==> src/include/ldpc_config.svh <==
`ifndef LDPC_CONFIG_SVH
`define LDPC_CONFIG_SVH

// lifting size, bits per block
`define LDPC_ZC 2

// information block columns of the base graph
`define LDPC_KB 10

// block rows solved for core parity
`define LDPC_CORE_ROWS 4

// extension block rows, one parity block each
`define LDPC_EXT_ROWS 38

// CRC field at the encoder input
`define LDPC_CRC_W 16

// full output word including zero pad
`define LDPC_CW_W 128

// leading message blocks left out of the codeword
`define LDPC_PUNCT 2

`endif

==> src/logic/ldpc_pkg.sv <==
`include "ldpc_config.svh"

package ldpc_pkg;

    typedef logic [`LDPC_ZC-1:0] block_t;                         // one lifted block
    typedef logic [`LDPC_KB*`LDPC_ZC-1:0] msg_t;                  // zero-extended message
    typedef logic signed [3:0] shift_t;                           // -1 marks a null entry
    typedef logic [`LDPC_CORE_ROWS*`LDPC_ZC-1:0] core_parity_t;   // block 0 in low bits
    typedef logic [`LDPC_EXT_ROWS*`LDPC_ZC-1:0] ext_parity_t;     // block 0 in low bits
    typedef logic [`LDPC_CW_W-1:0] codeword_t;

    // message columns of the core rows
    parameter shift_t bg_core_shift [`LDPC_CORE_ROWS][`LDPC_KB] = '{
        '{ 1,  1,  0,  0, -1, -1,  1, -1, -1,  1},
        '{ 1, -1, -1,  0,  1,  1,  0,  0,  0,  0},
        '{ 1,  0, -1,  0,  0, -1, -1, -1,  0, -1},
        '{-1,  0,  0, -1,  0,  0,  1,  0,  0,  0}
    };

    // message columns of the extension rows
    parameter shift_t bg_ext_msg_shift [`LDPC_EXT_ROWS][`LDPC_KB] = '{
        '{ 1,  0, -1, -1, -1, -1, -1, -1, -1, -1},   // row 0
        '{ 1,  1, -1, -1, -1,  0, -1,  1, -1, -1},
        '{ 1, -1, -1, -1, -1,  0, -1,  1, -1,  0},
        '{-1,  1, -1, -1, -1,  1, -1,  0, -1, -1},
        '{ 0,  0, -1, -1, -1, -1, -1, -1, -1, -1},
        '{-1,  1, -1, -1, -1, -1, -1, -1,  1, -1},
        '{ 1,  1, -1, -1, -1, -1,  0,  1, -1, -1},
        '{ 1, -1, -1, -1, -1, -1, -1,  0, -1,  0},
        '{-1,  1, -1,  1, -1, -1, -1, -1, -1, -1},
        '{ 1,  0, -1, -1, -1, -1, -1, -1,  0, -1},
        '{-1,  1, -1, -1, -1, -1,  1, -1, -1, -1},   // row 10
        '{ 1, -1, -1, -1, -1, -1, -1, -1, -1, -1},
        '{-1,  1, -1, -1, -1, -1, -1, -1, -1,  0},
        '{-1,  0, -1, -1, -1,  0, -1, -1, -1, -1},
        '{ 0, -1, -1, -1, -1, -1,  0,  0, -1, -1},
        '{ 1,  0, -1, -1, -1, -1, -1, -1, -1, -1},
        '{-1,  0, -1, -1,  1, -1, -1, -1, -1, -1},
        '{ 0, -1, -1, -1, -1, -1, -1, -1,  0, -1},
        '{-1,  0,  1, -1, -1, -1, -1, -1, -1, -1},
        '{ 1, -1, -1,  1, -1,  0, -1, -1, -1, -1},
        '{-1,  0,  1, -1, -1, -1, -1, -1, -1,  0},   // row 20
        '{ 0, -1, -1, -1, -1,  0, -1, -1, -1, -1},
        '{-1, -1,  1, -1, -1, -1, -1,  1, -1, -1},
        '{ 0, -1, -1, -1, -1, -1,  1, -1, -1, -1},
        '{-1,  0,  1, -1, -1,  1, -1, -1, -1, -1},
        '{ 0, -1, -1, -1,  0, -1, -1, -1, -1, -1},
        '{-1, -1,  1, -1, -1,  0, -1,  1, -1,  0},
        '{-1,  0, -1, -1, -1, -1, -1, -1, -1, -1},
        '{ 0, -1, -1, -1, -1,  0, -1, -1, -1, -1},
        '{-1, -1,  0, -1, -1, -1, -1,  0, -1, -1},
        '{ 1, -1, -1, -1, -1, -1, -1, -1, -1, -1},   // row 30
        '{-1,  1, -1, -1, -1,  0, -1, -1, -1, -1},
        '{ 0, -1,  0, -1, -1, -1, -1,  0, -1, -1},
        '{-1, -1, -1, -1, -1, -1, -1, -1, -1, -1},   // no message taps
        '{-1,  1, -1, -1, -1,  0, -1, -1, -1, -1},
        '{ 1, -1, -1, -1, -1, -1, -1,  0, -1, -1},
        '{-1, -1,  0, -1, -1, -1, -1, -1, -1, -1},
        '{-1,  1, -1, -1, -1,  1, -1, -1, -1, -1}
    };

    // core parity columns of the extension rows
    parameter shift_t bg_ext_par_shift [`LDPC_EXT_ROWS][`LDPC_CORE_ROWS] = '{
        '{-1,  1, -1, -1},   // row 0
        '{-1,  1, -1, -1},
        '{-1,  0, -1, -1},
        '{-1,  1, -1,  0},
        '{-1, -1,  0, -1},
        '{ 1,  1, -1, -1},
        '{-1, -1, -1, -1},
        '{-1, -1, -1,  0},
        '{-1,  0, -1, -1},
        '{-1, -1, -1,  0},
        '{-1,  1, -1,  0},   // row 10
        '{ 1,  1, -1, -1},
        '{-1,  0,  0, -1},
        '{-1,  0,  0, -1},
        '{-1, -1, -1, -1},
        '{ 1, -1, -1, -1},
        '{-1,  1, -1, -1},
        '{-1, -1, -1,  0},
        '{-1, -1, -1, -1},
        '{-1, -1, -1, -1},
        '{-1, -1, -1, -1},   // row 20
        '{-1, -1, -1, -1},
        '{-1, -1,  0,  0},
        '{-1, -1, -1, -1},
        '{-1, -1, -1, -1},
        '{-1, -1, -1, -1},
        '{-1, -1, -1, -1},
        '{-1, -1, -1,  1},
        '{-1, -1,  0, -1},
        '{ 1, -1, -1, -1},
        '{-1, -1,  1,  0},   // row 30
        '{-1,  1, -1, -1},
        '{-1, -1, -1, -1},
        '{ 1, -1, -1,  1},
        '{-1,  0, -1, -1},
        '{-1, -1,  0, -1},
        '{ 1, -1, -1,  0},
        '{-1,  0, -1, -1}
    };

    // output bit m takes input bit (m+s) mod zc, a null entry gives zero
    function automatic block_t cyclic_shift(block_t blk, shift_t sh);
        block_t res;
        res = '0;
        if (sh != -4'sd1) begin
            for (int m = 0; m < `LDPC_ZC; m++) begin
                res[m] = blk[(m + int'(sh)) % `LDPC_ZC];
            end
        end
        return res;
    endfunction

endpackage

==> src/logic/ldpc_core_parity.sv <==
`timescale 1ns/1ps
`include "ldpc_config.svh"

module ldpc_core_parity (
    input  logic                   CLK,
    input  logic                   RST,
    input  logic                   start,
    input  logic                   data_in,
    input  logic [`LDPC_CRC_W-1:0] crc_in,
    output ldpc_pkg::msg_t         msg,
    output logic                   stage_valid,
    output ldpc_pkg::core_parity_t core_parity
);

    localparam int MSG_PAD = `LDPC_KB * `LDPC_ZC - `LDPC_CRC_W - 1;   // top message bits, always 0

    ldpc_pkg::msg_t   msg_next;
    ldpc_pkg::block_t row_sum [`LDPC_CORE_ROWS];
    ldpc_pkg::block_t row_total;
    ldpc_pkg::block_t par0;
    ldpc_pkg::block_t par1;
    ldpc_pkg::block_t par2;
    ldpc_pkg::block_t par3;

    assign msg_next = {{MSG_PAD{1'b0}}, crc_in, data_in};   // data bit in lsb

    // input stage, one request per cycle with start high
    always_ff @(posedge CLK or negedge RST) begin
        if (!RST) begin
            msg         <= '0;
            stage_valid <= 1'b0;
        end else begin
            stage_valid <= start;
            if (start) begin
                msg <= msg_next;
            end
        end
    end

    // row sums over the message columns of each core row
    always_comb begin
        for (int r = 0; r < `LDPC_CORE_ROWS; r++) begin
            row_sum[r] = '0;
            for (int c = 0; c < `LDPC_KB; c++) begin
                row_sum[r] = row_sum[r] ^ ldpc_pkg::cyclic_shift(
                    msg[c*`LDPC_ZC +: `LDPC_ZC], ldpc_pkg::bg_core_shift[r][c]);
            end
        end
    end

    // double-diagonal solve with the branch fixed
    assign row_total = row_sum[0] ^ row_sum[1] ^ row_sum[2] ^ row_sum[3];
    assign par0      = ldpc_pkg::cyclic_shift(row_total, 4'sd1);   // rotate by one
    assign par1      = par0 ^ row_sum[0];
    assign par2      = par1 ^ row_sum[1];
    assign par3      = par0 ^ row_sum[3];

    assign core_parity = {par3, par2, par1, par0};

endmodule

==> src/logic/ldpc_ext_parity.sv <==
`timescale 1ns/1ps
`include "ldpc_config.svh"

module ldpc_ext_parity (
    input  logic                   CLK,
    input  logic                   RST,
    input  ldpc_pkg::msg_t         msg,
    input  ldpc_pkg::core_parity_t core_parity,
    input  logic                   stage_valid,
    output ldpc_pkg::codeword_t    codeword,
    output logic                   valid
);

    localparam int SYS_LO = `LDPC_PUNCT * `LDPC_ZC;   // first transmitted message bit
    localparam int SYS_W  = `LDPC_KB * `LDPC_ZC - SYS_LO;
    localparam int PAR_W  = (`LDPC_CORE_ROWS + `LDPC_EXT_ROWS) * `LDPC_ZC;
    localparam int PAD_W  = `LDPC_CW_W - PAR_W - SYS_W;

    ldpc_pkg::ext_parity_t ext_parity;
    ldpc_pkg::codeword_t   cw_next;

    // each extension block is a message sum xor a core parity sum
    always_comb begin
        ldpc_pkg::block_t msg_sum;
        ldpc_pkg::block_t par_sum;
        for (int i = 0; i < `LDPC_EXT_ROWS; i++) begin
            msg_sum = '0;
            par_sum = '0;
            for (int c = 0; c < `LDPC_KB; c++) begin
                msg_sum = msg_sum ^ ldpc_pkg::cyclic_shift(
                    msg[c*`LDPC_ZC +: `LDPC_ZC], ldpc_pkg::bg_ext_msg_shift[i][c]);
            end
            for (int j = 0; j < `LDPC_CORE_ROWS; j++) begin
                par_sum = par_sum ^ ldpc_pkg::cyclic_shift(
                    core_parity[j*`LDPC_ZC +: `LDPC_ZC], ldpc_pkg::bg_ext_par_shift[i][j]);
            end
            ext_parity[i*`LDPC_ZC +: `LDPC_ZC] = msg_sum ^ par_sum;
        end
    end

    // punctured layout, systematic part at the bottom
    assign cw_next = {
        {PAD_W{1'b0}},
        ext_parity,
        core_parity,
        msg[`LDPC_KB*`LDPC_ZC-1:SYS_LO]
    };

    // output stage, word holds until the next request
    always_ff @(posedge CLK or negedge RST) begin
        if (!RST) begin
            codeword <= '0;
            valid    <= 1'b0;
        end else begin
            valid <= stage_valid;
            if (stage_valid) begin
                codeword <= cw_next;
            end
        end
    end

endmodule

==> src/logic/ldpc_encoder.sv <==
`timescale 1ns/1ps
`include "ldpc_config.svh"

module ldpc_encoder (
    input  logic                   CLK,
    input  logic                   RST,
    input  logic                   start,
    input  logic                   data_in,
    input  logic [`LDPC_CRC_W-1:0] crc_in,
    output ldpc_pkg::codeword_t    codeword,
    output logic                   valid
);

    ldpc_pkg::msg_t         msg;
    ldpc_pkg::core_parity_t core_parity;
    logic                   stage_valid;

    // stage 1, message capture and core parity
    ldpc_core_parity u_core (
        .CLK         (CLK),
        .RST         (RST),
        .start       (start),
        .data_in     (data_in),
        .crc_in      (crc_in),
        .msg         (msg),
        .stage_valid (stage_valid),
        .core_parity (core_parity)
    );

    // stage 2, extension parity and codeword register
    ldpc_ext_parity u_ext (
        .CLK         (CLK),
        .RST         (RST),
        .msg         (msg),
        .core_parity (core_parity),
        .stage_valid (stage_valid),
        .codeword    (codeword),
        .valid       (valid)
    );

endmodule

==> config.mk <==
export PLATFORM = sky130hd
export DESIGN_NAME = ldpc_encoder
export DESIGN_NICKNAME = d
export VERILOG_FILES = /design/src/logic/ldpc_pkg.sv /design/src/logic/ldpc_core_parity.sv /design/src/logic/ldpc_ext_parity.sv /design/src/logic/ldpc_encoder.sv
export VERILOG_INCLUDE_DIRS = /design/src /design/src/include
export SDC_FILE = /design/constraint.sdc
export NUM_CORES = 1
export LEC_CHECK = 0
export ABC_AREA = 1
export BUFFER_PORTS_ARGS = -buffer_cell sky130_fd_sc_hd__buf_2
export CAP_MARGIN = 20
export CORE_ASPECT_RATIO = 0.5
export CORE_MARGIN = 2
export CORE_UTILIZATION = 40
export CTS_CLUSTER_DIAMETER = 80
export DETAILED_ROUTE_END_ITERATION = 10
export PLACE_DENSITY = 0.58
export SYNTH_ARGS = -nofsm -noshare
export SYNTH_HDL_FRONTEND = slang
export SYNTH_SLANG_ARGS = --single-unit
==> constraint.sdc <==
create_clock -name CLK -period 4.1 [get_ports CLK]
set_clock_uncertainty 0.2 [all_clocks]
set_input_delay 0.205 -clock CLK [delete_from_list [all_inputs] [get_ports CLK]]
set_output_delay 0.205 -clock CLK [all_outputs]
set_load 0.03 [all_outputs]
==> results by group <==
Status
  • Status: completed

Synthesis
  • Synthesized flop and latch total: 114
  • Ys flop type: dfrtp_1
  • Post-synth top cells: nand2_1 (275), dfrtp_1 (114), o21ai_0 (77), nand3_1 (60)
  • Unique masters post-synth: 34
  • Ys async rst share: 100%
  • Register area share after synthesis: 43.6%
  • Syn avg cell area: 8.02 um^2
  • Largest family of logic cells by synthesized area: simple AND/OR/NAND/NOR gates
  • Synth Area in Compound Gates: 8.78%
  • Synth Area in Adders: 0%
  • Post-synth top area share: 43.6%
  • Cells after Synth: 815
  • Post-synthesis mux area share: 0%
  • Synthesized cell area: 6540 um^2
  • Most area-hungry cell type in the Yosys netlist: dfrtp_1
  • Most frequent cell after synthesis: nand2_1
  • Ys Warns: 0
  • Synth top area cells: dfrtp_1 (44%), nand2_1 (16%), o21ai_0 (5.9%), xor2_1 (5.1%), nand3_1 (4.6%)
  • Simple-gate area share of the yosys netlist: 26.3%
  • XOR/XNOR Fraction of Synth Area: 10.7%
  • Number of synthesized flops with an enable pin: 0

Worst setup path
  • Reg2Reg Launch Point: u_core.msg[13]$_DFFE_PN0P_
  • Setup crit start: u_core.msg[13]$_DFFE_PN0P_
  • R2r endpoint: u_ext.codeword[58]$_DFFE_PN0P_
  • Flop-to-flop setup slack: 1.04 ns
  • Crit-path max FO: 9
  • Worst EP required: 4.19 ns
  • WS Path Type: reg2reg
  • CP endpoint: u_ext.codeword[58]$_DFFE_PN0P_
  • Worst setup SP type: register
  • Critical Path AT: 3.15 ns
  • Crit end category: register
  • R2r worst-path depth: 17

Detailed routing
  • Vias per Instance: 4.91
  • Vias post-DR: 5735
  • WL per Instance: 16.9 um
  • Starting DRT DRC Count: 433
  • DRC: 0
  • First-pass iteration count of the detailed router: 6
  • Final ANT Viol Nets: 0
  • DRT Wirelength: 19800 um

Clocking
  • Clk pin slew, worst setup/hold paths: 0.06 ns
  • CTS tree: yes
  • CTS Buf Count: 17
  • Clk root buf: clkbuf_16
  • Worst skew pair latency: 0.42 ns
  • CTS max path bufs: 2
  • Setup bufs post-CTS: 0
  • # clock sinks: 114
  • H-Tree Depth: 4

Final layout
  • Fin nets: 954
  • Syn-to-layout area delta: 20.8%
  • Layout cell share with drive strength beyond 1: 22.3%
  • Diode count: 0
  • Final Core Density: 50.3%
  • Fillers: 1545

Floorplanning
  • Die area: 17500 um^2
  • Row count: 32
  • Initial Utilization: 41.7%
  • Die width: 185 um
  • I/O Pins: 149
  • Core area: 15700 um^2
  • Die Ht: 94.4 um

Global route
  • GRT Total Usage: 24.0%
  • First-pass GRT wire length: 31000 um
  • Initial antenna violation count: 0
  • Vias in the first global route: 5403
  • Grt ovf: 0
  • Pin count of the biggest net entering global routing: 115

Placement
  • Port Buf Inserts: 117
  • Global placement routability congestion: 0.971
  • Hpwl dp: 14200 um

STA
  • Hold_ws: 0.199 ns
  • RSZ-0062 raised after global routing: false
  • Slew margin rel.: 49.2%
  • Period utilisation layout: 74.7%
  • Fin. max-slew vios: 0
  • Worst slew pin tran: 0.762 ns
  • Post-Route Setup TNS: 0 ns
  • Final Hold Vio Count: 0
  • Fmax achieved: 0.326 GHz
  • Minimum clock period: 3.06 ns
  • Final setup fails: 0

Pwr
  • Pwr per Cell Area: 764 nW/um^2
  • Total power draw: 0.00604 W
  • Leakage: 4.03 nW
  • Max VDD drop: 0.313 mV

Run
  • Max-Cap Viols: 0

Hold path
  • Hold/Removal Path Class: in2async
final cells by class:
class / instances / area, um^2 / share of cell area, %
clock buffers: 21 / 470 / 5.95
clock inverters: 10 / 134 / 1.69
inverters: 45 / 173 / 2.19
multi-input cells: 608 / 3110 / 39.4
flip-flops and latches: 114 / 2850 / 36.1
well taps: 221 / 277 / 3.50
repair buffers: 148 / 881 / 11.1
kinds of logic after synthesis:
logic type,count (synthesis)
AND/OR/NAND/NOR,398
buffers and inverters,123
flip-flops,114
AO/OA/AOI/OAI,107
XOR/XNOR,72
other,1
power breakdown:
| group | switching (W) | internal, W |
|---|---|---|
| logic | 0.00201 | 0.000783 |
| registers | 0.000230 | 0.00148 |
| clock network | 0.000543 | 0.000997 |
| total | 0.00278 | 0.00325 |
metal layers:
metal / global-route usage (%) / wire (um) / share of wire, %
met5: 0 / 0 / 0
met4: 5.36 / 211 / 1.1
met3: 5.36 / 1240 / 6.3
met2: 34.9 / 8270 / 42
met1: 36.1 / 10000 / 51
flip-flops by register name, indices dropped and copies added (netlist names):
signal and flops:
u_core.msg 17, u_core.stage_valid 1, u_ext.codeword 95, u_ext.valid 1
worst min-delay path by stage:
stage | startpoint | endpoint | depth (start not counted)
floorplan | RST | u_core.msg[0]$_DFFE_PN0P_ | 0
global placement | RST | u_ext.codeword[70]$_DFFE_PN0P_ | 2
detailed placement | RST | u_core.msg[7]$_DFFE_PN0P_ | 2
CTS | RST | u_ext.codeword[0]$_DFFE_PN0P_ | 3
global route | RST | u_ext.codeword[0]$_DFFE_PN0P_ | 3
finish | RST | u_core.msg[7]$_DFFE_PN0P_ | 3
worst max-delay path: stages, from the launching register on:
cell and delay (ns):
dfrtp_1 0.69, inv_2 0.19, nand2_1 0.10, nand2_1 0.10, nand2_1 0.10, nand3_1 0.07
nand2_1 0.17, nand2_2 0.12, nand2_4 0.11, nand2_1 0.08, nand3_2 0.12, nand2_4 0.13
nand2_2 0.13, nand2_4 0.10, nor2_1 0.26, nand2_1 0.08, o21ai_0 0.09, nor2_1 0.08
cells in the final DEF, fill, tap and decap left out, types with 4 or more instances in the layout:
cell and instances:
inv_1 32, nand2_1 275, nand2_2 13, a31oi_1 11, o211ai_1 8, nand2_4 11
dlygate4sd3_1 19, dfrtp_1 113, nand3_2 4, buf_4 12, buf_2 116, nand3_1 60
nor2_1 30, inv_2 11, xnor2_2 4, clkinv_2 5, o21ai_1 7, o21ai_0 77
xor2_1 38, conb_1 31, clkbuf_16 17, xnor2_1 26
repair_timing:
action | 4_1_cts | 5_1_grt
hold buffers | 19 | 0
hold endpoints to repair | 132 | 0
gates resized for setup | 0 | 0
stage by stage:
stage,std cells,instance area [um^2],worst slack [ns]
finish,1167,7900,1.04
global route,1167,7900,0.739
CTS,1167,7900,1.07
detailed placement,1117,7110,1.11
global placement,1117,7110,1.13
floorplan,845,6650,1.86
Note: power is estimated with default switching activity, not from simulation.
